File: config.mk
export PLATFORM = sky130hd
export DESIGN_NAME = mem_bridge_top
export DESIGN_NICKNAME = d
export VERILOG_FILES = /design/src/design/bridge_pkg.sv /design/src/design/ram_port_if.sv /design/src/design/request_decode.sv /design/src/design/beat_sequencer.sv /design/src/design/halfword_ram.sv /design/src/design/read_assembler.sv /design/src/design/mem_bridge_top.sv
export VERILOG_INCLUDE_DIRS = /design/src /design/src/design
export SDC_FILE = /design/constraint.sdc
export NUM_CORES = 1
export LEC_CHECK = 0
export BUFFER_PORTS_ARGS = -buffer_cell sky130_fd_sc_hd__buf_4
export CAP_MARGIN = 5
export CORE_MARGIN = 8
export CORE_UTILIZATION = 30
export CTS_CLUSTER_SIZE = 10
export DETAILED_ROUTE_END_ITERATION = 8
export MAX_ROUTING_LAYER = met4
export PLACE_DENSITY = 0.42
export SLEW_MARGIN = 20
export SYNTH_ARGS = -nofsm -noshare
export SYNTH_HDL_FRONTEND = slang
export SYNTH_SLANG_ARGS = --single-unit
File: constraint.sdc
create_clock -name CLK -period 3.04 [get_ports CLK]
set_input_delay 0.304 -clock CLK [delete_from_list [all_inputs] [get_ports CLK]]
set_output_delay 0.304 -clock CLK [all_outputs]
set_load 0.02 [all_outputs]
File: src/design/bridge_settings.svh
`ifndef BRIDGE_SETTINGS_SVH
`define BRIDGE_SETTINGS_SVH

// --------------------------------------------------
// CPU side
// --------------------------------------------------
`define BRIDGE_ADDR_W 3 // block select from the cpu

// --------------------------------------------------
// RAM side
// --------------------------------------------------
`define BRIDGE_HALF_W 16 // one ram word
`define BRIDGE_RAM_AW (`BRIDGE_ADDR_W + 2) // block plus 2 beat bits
`define BRIDGE_RAM_DEPTH (1 << `BRIDGE_RAM_AW) // 32 entries

`endif

File: src/design/bridge_pkg.sv
`include "bridge_settings.svh"

package bridge_pkg;

	// --------------------------------------------------
	// beat bookkeeping
	// --------------------------------------------------

	// index of a halfword within a 64-bit write
	typedef logic [1:0] beat_t;

	// --------------------------------------------------
	// data words
	// --------------------------------------------------

	// one entry of the narrow RAM
	typedef logic [`BRIDGE_HALF_W-1:0] halfword_t;

	// two joined halfwords, first beat in the upper half
	typedef logic [2*`BRIDGE_HALF_W-1:0] cpu_rdata_t;

endpackage

File: src/design/ram_port_if.sv
`include "bridge_settings.svh"
`timescale 1ns/10ps

interface ram_port_if
	import bridge_pkg::*;
	();

	// read port
	logic [`BRIDGE_RAM_AW-1:0] raddr;
	logic re;
	halfword_t rdata; // valid one cycle after re

	// write port
	logic [`BRIDGE_RAM_AW-1:0] waddr;
	logic we;
	halfword_t wdata;

	modport seq (
		output raddr, re, // sequencer side
		output waddr, we, wdata
	);

	modport mem (
		input raddr, re,
		input waddr, we, wdata,
		output rdata
	);

	modport obs (
		input raddr, re, rdata, // monitor only
		input waddr, we, wdata
	);

endinterface

File: src/design/request_decode.sv
`include "bridge_settings.svh"
`timescale 1ns/10ps

module request_decode (
	input logic CLK,
	input logic RST,
	input logic read_req,
	input logic write_req,
	input logic [`BRIDGE_ADDR_W-1:0] addr,
	input logic [63:0] wdata,
	output logic rd_start,
	output logic wr_start,
	output logic [`BRIDGE_ADDR_W-1:0] req_addr,
	output logic [63:0] req_wdata
);

	logic rd_req_q; // request lines one clock late
	logic wr_req_q;

	// --------------------------------------------------
	// request edge detect
	// --------------------------------------------------

	always_ff @(posedge CLK)
	begin
		if (!RST)
		begin
			rd_req_q <= 1'b0;
			wr_req_q <= 1'b1; // a line held high through reset is not an edge
		end
		else
		begin
			rd_req_q <= read_req;
			wr_req_q <= write_req;
		end
	end

	// high for the cycle before the sampling edge
	assign rd_start = read_req & ~rd_req_q;
	assign wr_start = write_req & ~wr_req_q;

	// --------------------------------------------------
	// request capture
	// --------------------------------------------------

	// the cpu is free to change addr and wdata once captured
	always_ff @(posedge CLK)
	begin
		if (rd_start || wr_start)
		begin
			req_addr <= addr; // shared by both transfers
		end
		if (wr_start)
		begin
			req_wdata <= wdata;
		end
	end

endmodule

File: src/design/beat_sequencer.sv
`include "bridge_settings.svh"
`timescale 1ns/10ps

module beat_sequencer
	import bridge_pkg::*;
(
	input logic CLK,
	input logic RST,
	input logic rd_start,
	input logic wr_start,
	input logic [`BRIDGE_ADDR_W-1:0] req_addr,
	input logic [63:0] req_wdata,
	ram_port_if.seq ram,
	output logic wr_ack,
	output logic rd_beat_valid,
	output beat_t rd_beat,
	output logic rd_done
);

	logic wr_active;
	beat_t wr_cnt; // halfword being written
	logic rd_active;
	logic rd_cnt; // only two read beats

	// --------------------------------------------------
	// write beats
	// --------------------------------------------------

	always_ff @(posedge CLK)
	begin
		if (!RST)
		begin
			wr_active <= 1'b0;
			wr_cnt <= '0;
			wr_ack <= 1'b0;
		end
		else if (wr_start)
		begin
			wr_active <= 1'b1; // restarts a running write too
			wr_cnt <= '0;
			wr_ack <= 1'b0;
		end
		else if (wr_active)
		begin
			wr_cnt <= wr_cnt + 2'd1;
			if (wr_cnt == 2'd3)
			begin
				wr_active <= 1'b0;
				wr_ack <= 1'b1; // held until the next write edge
			end
		end
	end

	assign ram.we = wr_active;
	assign ram.waddr = {req_addr, wr_cnt};

	// highest halfword goes out first
	always_comb
	begin
		case (wr_cnt)
			2'd0: ram.wdata = req_wdata[63:48];
			2'd1: ram.wdata = req_wdata[47:32];
			2'd2: ram.wdata = req_wdata[31:16];
			default: ram.wdata = req_wdata[15:0];
		endcase
	end

	// --------------------------------------------------
	// read beats
	// --------------------------------------------------

	always_ff @(posedge CLK)
	begin
		if (!RST)
		begin
			rd_active <= 1'b0;
			rd_cnt <= 1'b0;
			rd_beat_valid <= 1'b0;
			rd_beat <= '0;
			rd_done <= 1'b0;
		end
		else
		begin
			if (rd_start)
			begin
				rd_active <= 1'b1;
				rd_cnt <= 1'b0;
			end
			else if (rd_active)
			begin
				rd_cnt <= ~rd_cnt;
				rd_active <= ~rd_cnt; // stop after beat 1
			end
			rd_beat_valid <= rd_active; // tag lines up with rdata
			rd_beat <= {1'b0, rd_cnt};
			rd_done <= rd_active & rd_cnt;
		end
	end

	assign ram.re = rd_active;
	assign ram.raddr = {req_addr, 1'b0, rd_cnt}; // halfwords 0 and 1 of the block

endmodule

File: src/design/halfword_ram.sv
`include "bridge_settings.svh"
`timescale 1ns/10ps

module halfword_ram
	import bridge_pkg::*;
(
	input logic CLK,
	ram_port_if.mem ram
);

	halfword_t mem [0:`BRIDGE_RAM_DEPTH-1];

	// --------------------------------------------------
	// write port
	// --------------------------------------------------

	always_ff @(posedge CLK)
	begin
		if (ram.we)
		begin
			mem[ram.waddr] <= ram.wdata;
		end
	end

	// --------------------------------------------------
	// read port
	// --------------------------------------------------

	// same-address collision returns the old word
	always_ff @(posedge CLK)
	begin
		if (ram.re)
		begin
			ram.rdata <= mem[ram.raddr]; // one cycle latency
		end
	end

endmodule

File: src/design/read_assembler.sv
`include "bridge_settings.svh"
`timescale 1ns/10ps

module read_assembler
	import bridge_pkg::*;
(
	input logic CLK,
	input logic RST,
	ram_port_if.obs ram,
	input logic rd_beat_valid,
	input beat_t rd_beat,
	input logic rd_done,
	input logic rd_start,
	output cpu_rdata_t rd_data,
	output logic rd_ack
);

	// --------------------------------------------------
	// word assembly
	// --------------------------------------------------

	always_ff @(posedge CLK)
	begin
		if (!RST)
		begin
			rd_data <= '0;
		end
		else if (rd_beat_valid)
		begin
			if (rd_beat == 2'd0)
			begin
				rd_data[2*`BRIDGE_HALF_W-1:`BRIDGE_HALF_W] <= ram.rdata; // upper half
			end
			else
			begin
				rd_data[`BRIDGE_HALF_W-1:0] <= ram.rdata; // lower half
			end
		end
	end

	// --------------------------------------------------
	// acknowledge
	// --------------------------------------------------

	always_ff @(posedge CLK)
	begin
		if (!RST)
		begin
			rd_ack <= 1'b0;
		end
		else if (rd_start)
		begin
			rd_ack <= 1'b0; // new request drops it
		end
		else if (rd_done)
		begin
			rd_ack <= 1'b1;
		end
	end

endmodule

File: src/design/mem_bridge_top.sv
`include "bridge_settings.svh"
`timescale 1ns/10ps

module mem_bridge_top
	import bridge_pkg::*;
(
	input logic CLK,
	input logic RST,
	input logic READ_CPU,
	input logic WRITE_CPU,
	output logic READ_CPU_ACK,
	output logic WRITE_CPU_ACK,
	input logic [`BRIDGE_ADDR_W-1:0] ADDR_CPU,
	input logic [63:0] IN_CPU,
	output logic [31:0] OUT_CPU
);

	logic rd_start;
	logic wr_start;
	logic [`BRIDGE_ADDR_W-1:0] req_addr;
	logic [63:0] req_wdata;
	logic rd_beat_valid;
	beat_t rd_beat;
	logic rd_done;

	ram_port_if ram_bus ();

	// --------------------------------------------------
	// decode, execute, memory, result
	// --------------------------------------------------

	request_decode u_decode (
		.CLK(CLK),
		.RST(RST),
		.read_req(READ_CPU),
		.write_req(WRITE_CPU),
		.addr(ADDR_CPU),
		.wdata(IN_CPU),
		.rd_start(rd_start),
		.wr_start(wr_start),
		.req_addr(req_addr),
		.req_wdata(req_wdata)
	);

	beat_sequencer u_seq (
		.CLK(CLK),
		.RST(RST),
		.rd_start(rd_start),
		.wr_start(wr_start),
		.req_addr(req_addr),
		.req_wdata(req_wdata),
		.ram(ram_bus.seq),
		.wr_ack(WRITE_CPU_ACK),
		.rd_beat_valid(rd_beat_valid),
		.rd_beat(rd_beat),
		.rd_done(rd_done)
	);

	halfword_ram u_ram (
		.CLK(CLK),
		.ram(ram_bus.mem)
	);

	read_assembler u_asm (
		.CLK(CLK),
		.RST(RST),
		.ram(ram_bus.obs),
		.rd_beat_valid(rd_beat_valid),
		.rd_beat(rd_beat),
		.rd_done(rd_done),
		.rd_start(rd_start),
		.rd_data(OUT_CPU),
		.rd_ack(READ_CPU_ACK)
	);

endmodule

==> results of run 1 <==
==> layout make-up <==
cell class / count / area, um2 / share of cell area [%]
clock inverters: 4 / 26.3 / 0.144
clock buffers: 71 / 1230 / 6.78
flip-flops and latches: 383 / 11100 / 60.8
well taps: 615 / 769 / 4.23
repair buffers: 241 / 2020 / 11.1
multi-input cells: 333 / 3000 / 16.5
inverters: 19 / 71.3 / 0.392
==> routing by layer <==
layer	part of all wire, %	vias up
met5	0	-
met4	2.2	0
met1	46	3885
met3	5.0	61
met2	47	214
li1	-	3539
==> state kept, by name, summed over array words and instances, names as in the netlist <==
name,flops
u_ram.mem,256
u_decode.req_wdata,64
u_asm.rd_data,32
u_ram.ram.rdata,16
u_decode.req_addr,3
u_seq.wr_cnt,2
u_asm.rd_ack,1
u_decode.rd_req_q,1
u_decode.wr_req_q,1
u_seq.ram.re,1
u_seq.ram.we,1
u_seq.rd_beat,1
u_seq.rd_beat_valid,1
u_seq.rd_cnt,1
u_seq.rd_done,1
u_seq.wr_ack,1
==> worst max-delay path: cells and delay by family (launching register included) <==
kind | cells | cell delay, ns
buffers and inverters | 1 | 0.31
flip-flops | 1 | 0.71
AND/OR/NAND/NOR | 3 | 0.93
==> logic make-up (layout without fill, tap and decap cells) <==
logic type,count (synthesis),after routing
simple gates,147,147
fa+ha+maj,4,4
xor+xnor,1,1
compound gates,84,84
mux,97,97
buf+inv,62,335
flops,383,383
==> stage by stage <==
stage               hold slack (ns)  area [um2]
floorplan                     0.377       14300
global placement              0.425       16200
detailed placement            0.432       16200
CTS                           0.124       18200
global route                  0.141       18200
finish                        0.154       18200
==> path summary, 6_finish.rpt <==
kind / start / endpoint / slack [ns] / cells past startpoint
worst min-delay path: RST / u_decode.wr_req_q$_SDFF_PN1_ / 0.15 / 2
worst max-delay path: u_decode.req_addr[1]$_DFFE_PP_ / u_ram.mem[13][13]$_DFFE_PP_ / 0.76 / 4
worst max register to register: u_decode.req_addr[1]$_DFFE_PP_ / u_ram.mem[13][13]$_DFFE_PP_ / 0.76 / 4
worst min register to register: u_seq.rd_done$_SDFF_PN0_ / u_asm.rd_ack$_SDFFE_PP0P_ / 0.44 / 2
==> timing repair <==
item                                   in CTS  in global routing
gates resized for setup                     0                  0
setup endpoints to repair                   0                  0
endpoints found under the hold margin      69                  0
hold buffers                               69                  0
==> layout by cell type (no fill, tap or decap), types with 6 or more instances in the layout <==
| cell | Yosys | final |
|---|---|---|
| sky130_fd_sc_hd__nor3_2 | 0 | 6 |
| sky130_fd_sc_hd__a21boi_0 | 27 | 27 |
| sky130_fd_sc_hd__a222oi_1 | 16 | 16 |
| sky130_fd_sc_hd__nor2_1 | 16 | 6 |
| sky130_fd_sc_hd__o22ai_1 | 14 | 14 |
| sky130_fd_sc_hd__clkbuf_16 | 0 | 45 |
| sky130_fd_sc_hd__clkbuf_1 | 21 | 25 |
| sky130_fd_sc_hd__nand2b_1 | 9 | 9 |
| sky130_fd_sc_hd__a21boi_1 | 7 | 7 |
| sky130_fd_sc_hd__inv_1 | 19 | 18 |
| sky130_fd_sc_hd__buf_4 | 5 | 169 |
| sky130_fd_sc_hd__nand2_1 | 95 | 95 |
| sky130_fd_sc_hd__nand3_1 | 7 | 7 |
| sky130_fd_sc_hd__dfxtp_1 | 44 | 43 |
| sky130_fd_sc_hd__mux4_2 | 48 | 48 |
| sky130_fd_sc_hd__mux2i_1 | 46 | 46 |
| sky130_fd_sc_hd__dlygate4sd3_1 | 0 | 69 |
| sky130_fd_sc_hd__a221oi_1 | 7 | 7 |
| sky130_fd_sc_hd__nor2_2 | 0 | 10 |
| sky130_fd_sc_hd__a21oi_1 | 7 | 7 |
| sky130_fd_sc_hd__edfxtp_1 | 339 | 339 |
==> power by group <==
part	total (mW)	switching [mW]	internal, mW	leakage, nW
logic	0.702	0.381	0.321	2.05
clock network	4.75	1.99	2.76	0.606
registers	5.91	0.0654	5.85	3.43
==> reports/results.tsv, run 1 <==
metric	value	unit
outcome	finished, final reports clean	
synthDominantCellAreaShare	71.2	%
cts_sinks	383	
peak_freq	438	MHz
hold_violations	0	
synth.mux.area_fraction	11.3	%
synth_async_sr_flop_share	0	%
globalRouteMet2Util	21.7	%
floorplan.rows	80	
vias_per_cell	4.62	
main_flop_type_after_synthesis	sky130_fd_sc_hd__edfxtp_1	
total_leakage_power	6.09	nW
clock_skew	0.0152	ns
die_height	234	um
crit_chain	nor2b_1 > nand2_1 > nor2_2 > buf_4	
use_met3	2.98	%
cts_htree_levels	2	
drtPass1Iterations	7	
crit_path_end_kind	flop	
required	3.27	ns
powerDensity	625	nW/um2
yosysMostFrequentCell	sky130_fd_sc_hd__edfxtp_1	
utilization	38.3	%
biggest_cell_delay_along_the_critical_path	0.71	ns
ys_top_cells_by_area	sky130_fd_sc_hd__edfxtp_1 71%, sky130_fd_sc_hd__mux4_2 7.6%, sky130_fd_sc_hd__dfxtp_1 6.2%	
finalWorstSetupSlack	0.755	ns
cell_taking_the_most_area_after_synthesis	sky130_fd_sc_hd__edfxtp_1	
worstPathMaxFanout	16	
setup_total_negative_slack	0	ns
syn-mean-instance-area	18.4	um2
use_met1	18.4	%
layout_min_cycle_time	2.28	ns
num_antenna_cells	0	
synth_edf_count	339	
hold_class	in -> reg	
synth-simple-area-share	4.39	%
floorplan.io_pins	105	
synthesized_instance_count	778	
drc_errors	0	
drt_iter0_markers	503	
report.power.total	11.4	mW
globalRoute.totalOverflow	0	
placeableCoreArea	47400	um2
cts.path.max_buffers	3	
worst-slew-pin-transition	1.05	ns
max-vdd-ir-drop	358	uV
syn_to_final_growth	27.1	%
worstSetupPathType	reg -> reg	
post_synth_instance_area	14300	um2
grt_max_degree	42	
synth_top_family_by_area	multiplexers	
number_of_antenna_violations_at_the_first_check_in_global_routing	1	
gp_congestion	0.743	
max-cap-violations	0	
post_route_cells_drive_above_1_share	27.5	%
synthesis.yosys.warnings	0	
max_stage_delay_cell_worst_path	sky130_fd_sc_hd__edfxtp_1	
top_post_synthesis_cells_by_count	339 x sky130_fd_sc_hd__edfxtp_1, 95 x sky130_fd_sc_hd__nand2_1, 48 x sky130_fd_sc_hd__mux4_2	
seq_area_frac_synth	77.3	%
fin_crit_sh	75.2	%
cp-start-kind	flop	
start_util	30.2	%
dp_worst_setup_slack	0.759	ns
ys_seq_elements	383	
rsz0062_at_grt	no	
synth_compound_gate_area_share	4.48	%
cts_post_setup_buffers_inserted	0	
cts_buffers	45	
clk_pin_slew	0.05	ns
synth_cell_types	34	
finish.net_count	1098	
dpl.hpwl	24.3	mm
die_width	234	um
global_route.usage.total	14.0	%
layout.filler_cells	4429	
design.die.area	54900	um2
place_inst	1522	
grt_pass1_vias	8071	
worst_ep_arrival_time	2.51	ns
setup-violations-final	0	
cts_tree	yes	
clk_latency	0.56	ns
synth-adder-area-share	0.350	%
grt_first_pass_wirelength	54.4	mm
buffer_ports.inserted	104	
synth_fp_nets	853	
cts.root.buffer_cell	sky130_fd_sc_hd__clkbuf_16	
timing.slew.headroom	29.6	%
route.antenna.remaining_nets	0	
vias	7699	
post_layout_nonfiller_instances	1666	
final_max_slew_viol_count	0	
routedWlPerCell	22.2	um
grt.busiest_layer	met2	
routed_wl	36.9	mm
yosys.area_share.xor_xnor	0.0612	%
No activity file was read; power rests on OpenSTA's default activity.
==> run 2: changes to the inputs <==
==> constraint.sdc (replaced) <==
create_clock -name CLK -period 2.35 [get_ports CLK]
set_input_delay 0.235 -clock CLK [delete_from_list [all_inputs] [get_ports CLK]]
set_output_delay 0.235 -clock CLK [all_outputs]
set_load 0.02 [all_outputs]
==> reports/results.tsv, run 2 (synthesis gave the netlist of run 1 again) <==
metric	value	unit	change
final_max_slew_viol_count	0		unchanged
number_of_antenna_violations_at_the_first_check_in_global_routing	0		was 1
hold_class	in -> reg		unchanged
start_util	30.2	%	unchanged
cts_sinks	383		unchanged
layout.cells.most_common_list	339 x sky130_fd_sc_hd__edfxtp_1, 179 x sky130_fd_sc_hd__buf_4, 95 x sky130_fd_sc_hd__nand2_1		was 339 x sky130_fd_sc_hd__edfxtp_1, 169 x sky130_fd_sc_hd__buf_4, 95 x sky130_fd_sc_hd__nand2_1
vias	7722		was 7,699
cts_tree	yes		unchanged
vias_per_cell	4.58		was 4.62
required	2.64	ns	was 3.27 ns
cts.root.buffer_cell	sky130_fd_sc_hd__clkbuf_16		unchanged
register_ranked_first_by_flip_flop_count	u_ram.mem		unchanged
setup-violations-final	0		unchanged
route.antenna.remaining_nets	0		unchanged
design.die.area	54900	um2	unchanged
routedWlPerCell	21.5	um	was 22.2 um
setup_total_negative_slack	0	ns	unchanged
peak_freq	480	MHz	was 438 MHz
grt_max_degree	42		unchanged
r2r_cells	6		was 4
largest_register_ff_count	256		unchanged
post_route_cells_drive_above_1_share	28.9	%	was 27.5%
min_delay_path_depth	2		unchanged
cts.path.max_buffers	3		unchanged
clock_skew	0.00963	ns	was 0.0152 ns
fin_crit_sh	88.6	%	was 75.2%
rsz0062_at_grt	no		unchanged
dpl.hpwl	23.9	mm	was 24.3 mm
clk_latency	0.55	ns	was 0.56 ns
grt_first_pass_wirelength	54.1	mm	was 54.4 mm
total_leakage_power	6.22	nW	was 6.09 nW
layout_min_cycle_time	2.08	ns	was 2.28 ns
max-cap-violations	0		unchanged
drtPass1Iterations	5		was 7
powerDensity	802	nW/um2	was 625 nW/um2
worstPathMaxFanout	31		was 16
placeableCoreArea	47400	um2	unchanged
floorplan.rows	80		unchanged
holdWs	0.0773	ns	was 0.154 ns
worst-slew-pin-transition	0.839	ns	was 1.05 ns
post_layout_nonfiller_instances	1685		was 1,666
cp-start-kind	flop		unchanged
finish.net_count	1114		was 1,098
drc_errors	0		unchanged
die_height	234	um	unchanged
syn_to_final_growth	28.9	%	was 27.1%
timing.slew.headroom	42.9	%	was 29.6%
cts_buffers	45		unchanged
worstSetupPathType	reg -> reg		unchanged
max-vdd-ir-drop	514	uV	was 358 uV
drt_iter0_markers	429		was 503
top_regs	u_ram.mem: 256 flops, u_decode.req_wdata: 64 flops, u_asm.rd_data: 32 flops		unchanged
outcome	finished, final reports clean		unchanged
gp_congestion	0.703		was 0.743
global_route.usage.total	13.9	%	was 14.0%
worst_ep_arrival_time	2.37	ns	was 2.51 ns
cts_htree_levels	2		unchanged
place_inst	1538		was 1,522
globalRoute.totalOverflow	0		unchanged
crit_path_end_kind	flop		unchanged
report.power.total	14.8	mW	was 11.4 mW
hold_violations	0		unchanged
grt_pass1_vias	8366		was 8,071
clk_pin_slew	0.06	ns	was 0.05 ns
buffer_ports.inserted	104		unchanged
routed_wl	36.2	mm	was 36.9 mm
die_width	234	um	unchanged
floorplan.io_pins	105		unchanged
mostFrequentLayoutCell	sky130_fd_sc_hd__edfxtp_1		unchanged
[run 2: path summary, 6_finish.rpt]
check	from	end	slack [ns]
max	u_seq.rd_cnt$_SDFFE_PP0P_	u_ram.ram.rdata[6]$_DFFE_PP_	0.27
min	RST	u_decode.wr_req_q$_SDFF_PN1_	0.08
max reg2reg	u_seq.rd_cnt$_SDFFE_PP0P_	u_ram.ram.rdata[6]$_DFFE_PP_	0.27
min reg2reg	u_seq.rd_done$_SDFF_PN0_	u_asm.rd_ack$_SDFFE_PP0P_	0.44
[run 2: report_power, final]
| part | switching, mW | total, mW | internal (mW) |
|---|---|---|---|
| Sequential | 0.0556 | 7.62 | 7.56 |
| Clock | 2.57 | 6.25 | 3.68 |
| Combinational | 0.493 | 0.925 | 0.432 |
| Total | 3.12 | 14.8 | 11.7 |
[run 2: routing by layer]
metal	up-vias	wire [um]	share of wire [%]	GRT usage [%]
met3	47	1370	3.8	2.18
met5	-	0	0	-
met2	185	17100	47	21.7
li1	3583	-	-	-
met1	3907	17000	47	18.6
met4	0	693	1.9	3.95
[run 2: critical path, cell delays in order, from the launching register on]
cell	delay, ns
sky130_fd_sc_hd__dfxtp_4	0.42
sky130_fd_sc_hd__buf_12	0.26
sky130_fd_sc_hd__buf_4	0.25
sky130_fd_sc_hd__mux2i_1	0.22
sky130_fd_sc_hd__o22ai_1	0.16
sky130_fd_sc_hd__a221oi_1	0.37
sky130_fd_sc_hd__nand2_1	0.09
[run 2: stage by stage]
stage,setup slack (ns),utilization (%),instance area [um2]
4_1_cts,0.197,38.9,18400
5_1_grt,0.0886,38.9,18400
2_1_floorplan,-0.464,-,14300
3_3_place_gp,0.228,34.7,16400
6_report,0.268,38.9,18400
3_5_place_dp,0.220,34.7,16400
[run 2: repair_timing]
action,4_1_cts,5_1_grt
hold endpoints to repair,69,0
buffers inserted,0,0
hold buffers,69,0
gates resized for setup,0,0
[run 2: final cells by class]
type | instances | area, um2
Clock inverter | 3 | 22.5
Tap cell | 615 | 769
Fill cell | 4418 | 29000
Antenna cell | 1 | 2.50
Timing Repair Buffer | 257 | 2210
Sequential cell | 383 | 11100
Inverter | 19 | 71.3
Clock buffer | 74 | 1280
Multi-Input combinational cell | 333 | 3020
==> run 3: changes to the inputs <==
--- a/config.mk
+++ b/config.mk
@@ -6,7 +6,8 @@
 export SDC_FILE = /design/constraint.sdc
 export NUM_CORES = 1
 export LEC_CHECK = 0
-export BUFFER_PORTS_ARGS = -buffer_cell sky130_fd_sc_hd__buf_4
+export ABC_AREA = 1
+export BUFFER_PORTS_ARGS = -buffer_cell sky130_fd_sc_hd__clkbuf_2
 export CAP_MARGIN = 5
 export CORE_MARGIN = 8
 export CORE_UTILIZATION = 30
@@ -14,6 +15,7 @@
 export DETAILED_ROUTE_END_ITERATION = 8
 export MAX_ROUTING_LAYER = met4
 export PLACE_DENSITY = 0.42
+export REMOVE_ABC_BUFFERS = 1
 export SLEW_MARGIN = 20
 export SYNTH_ARGS = -nofsm -noshare
 export SYNTH_HDL_FRONTEND = slang
==> reports/results.tsv, run 3 <==
metric	value	unit	change
outcome	finished, final reports clean		unchanged
worstPathMaxFanout	11		was 31
buffer_ports.inserted	104		unchanged
finalWorstSetupSlack	0.422	ns	was 0.268 ns
netSwitchingFraction	22.4	%	was 21.1%
fin_crit_sh	82.0	%	was 88.6%
top_regs	u_ram.mem: 256 flops, u_decode.req_wdata: 64 flops, u_asm.rd_data: 32 flops		unchanged
hold_buffers	69		unchanged
cts_repair_resize_count	0		unchanged
synth_cell_types	21		was 34
multi_input_area	3300	um2	was 3020 um2
worst-slew-pin-transition	0.974	ns	was 0.839 ns
drc_errors	0		unchanged
power.net_switching	3.39	mW	was 3.12 mW
cellInternalPower	11.7	mW	about the same
crit_chain	inv_2 > buf_4 > nor2_1 > buf_4 > inv_1 > nor2_1 > buf_4		was buf_12 > buf_4 > mux2i_1 > o22ai_1 > a221oi_1 > nand2_1
worstSetupPathType	reg -> reg		unchanged
design.die.area	56900	um2	was 54,900 um2
finish.net_count	1625		was 1,114
drt_iter0_markers	662		was 429
main_flop_type_after_synthesis	sky130_fd_sc_hd__edfxtp_1		unchanged
worst_path_most_repeated_cell	sky130_fd_sc_hd__buf_4		
synth_async_sr_flop_share	0	%	unchanged
mostFrequentLayoutCell	sky130_fd_sc_hd__nand2_1		was sky130_fd_sc_hd__edfxtp_1
gp_congestion	0.767		was 0.703
synthesized_instance_count	1305		was 778
syn_to_final_growth	26.1	%	was 28.9%
required	2.59	ns	was 2.64 ns
routedWlPerCell	18.6	um	was 21.5 um
ys_top_cells_by_area	sky130_fd_sc_hd__edfxtp_1 69%, sky130_fd_sc_hd__nand2_1 11%, sky130_fd_sc_hd__dfxtp_1 5.9%		was sky130_fd_sc_hd__edfxtp_1 71%, sky130_fd_sc_hd__mux4_2 7.6%, sky130_fd_sc_hd__dfxtp_1 6.2%
number_of_antenna_violations_at_the_first_check_in_global_routing	1		was 0
capturing_instance_or_port_of_the_critical_path	u_ram.mem[12][10]$_DFFE_PP_		was u_ram.ram.rdata[6]$_DFFE_PP_
cp-start-kind	flop		unchanged
global_route.usage.total	15.2	%	was 13.9%
num_antenna_cells	0		was 1
vias_per_cell	4.36		was 4.58
cts_buffers	46		was 45
worst_ep_arrival_time	2.17	ns	was 2.37 ns
pwr-share-clk	43.0	%	was 42.2%
clock_skew	0.0103	ns	was 0.00963 ns
peak_freq	519	MHz	was 480 MHz
globalRoute.totalOverflow	0		unchanged
r2r_slack	0.42	ns	was 0.27 ns
layout.cells.most_common_list	441 x sky130_fd_sc_hd__nand2_1, 339 x sky130_fd_sc_hd__edfxtp_1, 202 x sky130_fd_sc_hd__nor2_1		was 339 x sky130_fd_sc_hd__edfxtp_1, 179 x sky130_fd_sc_hd__buf_4, 95 x sky130_fd_sc_hd__nand2_1
max-vdd-ir-drop	526	uV	was 514 uV
hold_class	in -> reg		unchanged
register_ranked_first_by_flip_flop_count	u_ram.mem		unchanged
dp_worst_setup_slack	0.398	ns	was 0.220 ns
dpl.hpwl	26.1	mm	was 23.9 mm
worst-path-stages	7		was 6
ys_seq_elements	383		unchanged
powerDensity	806	nW/um2	was 802 nW/um2
syn-mean-instance-area	11.4	um2	was 18.4 um2
sequentialPowerShare	50.5	%	was 51.5%
largest_register_ff_count	256		unchanged
timing.slew.headroom	34.8	%	was 42.9%
die_height	238	um	was 234 um
grt_max_degree	74		was 42
routed_wl	41.7	mm	was 36.2 mm
clk_latency	0.57	ns	was 0.55 ns
grt_first_pass_wirelength	63.3	mm	was 54.1 mm
final_max_slew_viol_count	0		unchanged
hold_violations	0		unchanged
utilization	38.3	%	was 38.9%
start_util	30.3	%	was 30.2%
cell_taking_the_most_area_after_synthesis	sky130_fd_sc_hd__edfxtp_1		unchanged
post_synth_instance_area	14900	um2	was 14,300 um2
crit_path_end_kind	flop		unchanged
timing.rr.start	u_decode.req_addr[0]$_DFFE_PP_		was u_seq.rd_cnt$_SDFFE_PP0P_
top_post_synthesis_cells_by_count	441 x sky130_fd_sc_hd__nand2_1, 339 x sky130_fd_sc_hd__edfxtp_1, 203 x sky130_fd_sc_hd__nor2_1		was 339 x sky130_fd_sc_hd__edfxtp_1, 95 x sky130_fd_sc_hd__nand2_1, 48 x sky130_fd_sc_hd__mux4_2
setup-violations-final	0		unchanged
cts.root.buffer_cell	sky130_fd_sc_hd__clkbuf_16		unchanged
cts_post_setup_buffers_inserted	0		unchanged
timing.critical_path.buf_inv	5		was 2
floorplan.io_pins	105		unchanged
route.antenna.remaining_nets	0		unchanged
cts_tree	yes		unchanged
cts_sinks	383		unchanged
max_stage_delay_cell_worst_path	sky130_fd_sc_hd__edfxtp_1		was sky130_fd_sc_hd__dfxtp_4
grt_pass1_vias	9843		was 8,366
placeableCoreArea	49000	um2	was 47,400 um2
sequential_cell_area	11100	um2	unchanged
seq_area_frac_synth	74.5	%	was 77.3%
cp_top_family	buffers and inverters		was compound AO/OA/AOI/OAI gates
floorplan.rows	81		was 80
biggest_cell_delay_along_the_critical_path	0.39	ns	was 0.42 ns
synthDominantCellAreaShare	68.5	%	was 71.2%
vias	9794		was 7,722
crit_path_start	u_decode.req_addr[0]$_DFFE_PP_		was u_seq.rd_cnt$_SDFFE_PP0P_
post_route_cells_drive_above_1_share	15.6	%	was 28.9%
cts_htree_levels	2		unchanged
cts.path.max_buffers	3		unchanged
max-cap-violations	0		unchanged
place_inst	2097		was 1,538
synth_edf_count	339		unchanged
layout.filler_cells	4802		was 4,418
rsz0062_at_grt	no		unchanged
clk_pin_slew	0.05	ns	was 0.06 ns
r2r_cells	7		was 6
die_width	238	um	was 234 um
yosysMostFrequentCell	sky130_fd_sc_hd__nand2_1		was sky130_fd_sc_hd__edfxtp_1
setup_total_negative_slack	0	ns	unchanged
p_comb_share	6.4	%	was 6.3%
synthesis.yosys.warnings	0		unchanged
crit-reg2reg-capture	u_ram.mem[12][10]$_DFFE_PP_		was u_ram.ram.rdata[6]$_DFFE_PP_
total_leakage_power	7.32	nW	was 6.22 nW
drtPass1Iterations	6		was 5
post_layout_nonfiller_instances	2245		was 1,685
layout_min_cycle_time	1.93	ns	was 2.08 ns
## run 3: cell count changes after synthesis, moves of 18 or more
cell                       change
sky130_fd_sc_hd__a21oi_1      +30
sky130_fd_sc_hd__nand3_1      +18
sky130_fd_sc_hd__a21boi_0     -27
sky130_fd_sc_hd__nor2_1      +187
sky130_fd_sc_hd__mux2i_1      -46
sky130_fd_sc_hd__o21ai_0      +73
sky130_fd_sc_hd__inv_1        +36
sky130_fd_sc_hd__mux4_2       -48
sky130_fd_sc_hd__nand2_1     +346
sky130_fd_sc_hd__buf_2        +20
## run 3: power groups by stage
stage / registers (mW) / logic [mW] / clock network, mW
floorplan: 7.81 / 0.390 / 0
global placement: 7.77 / 0.898 / 0
detailed placement: 7.77 / 0.897 / 0
CTS: 7.63 / 0.989 / 6.71
global route: 7.64 / 1.09 / 6.99
finish: 7.63 / 0.972 / 6.49
## run 3: cells by family after synthesis
family	share of synthesized area (%)
xor gates and xnor gates	0.0590
DFF	74.5
buffers and inverters	3.34
adders and majority gates	0.337
AOI/OAI and AO/OA	4.50
and+or+nand+nor	17.3
## run 3: metrics by stage
stage	total power, mW	hold slack (ns)	cell area (um2)
after global placement	8.67	0.411	16700
after detailed placement	8.67	0.414	16700
final	15.1	0.257	18700
after global routing	15.7	0.278	18700
after CTS	15.3	0.216	18700
after floorplan	8.20	0.304	14600
## run 3: worst min path at each step
stage	startpoint	endpoint	depth (start not counted)
global route	RST	u_decode.wr_req_q$_SDFF_PN1_	2
floorplan	RST	u_decode.wr_req_q$_SDFF_PN1_	1
CTS	RST	u_decode.wr_req_q$_SDFF_PN1_	2
finish	RST	u_decode.wr_req_q$_SDFF_PN1_	2
detailed placement	IN_CPU[39]	u_decode.req_wdata[39]$_DFFE_PP_	1
global placement	IN_CPU[27]	u_decode.req_wdata[27]$_DFFE_PP_	1
## run 3: layout make-up
class	instances	area share, %
Inverter	58	1.17
Clock buffer	74	6.98
Timing Repair Buffer	254	10.4
Multi-Input combinational cell	807	17.6
Clock inverter	5	0.247
Sequential cell	383	59.1
Tap cell	664	4.44
## run 3: metal layers
metal / track usage [%] / vias to the layer above / share of wire (%) / wire [um]
met2: 23.5 / 235 / 46 / 19100
met4: 4.13 / 0 / 1.8 / 738
li1: - / 4862 / - / -
met5: - / - / 0 / 0
met1: 20.5 / 4648 / 48 / 19800
met3: 2.66 / 49 / 4.8 / 2010
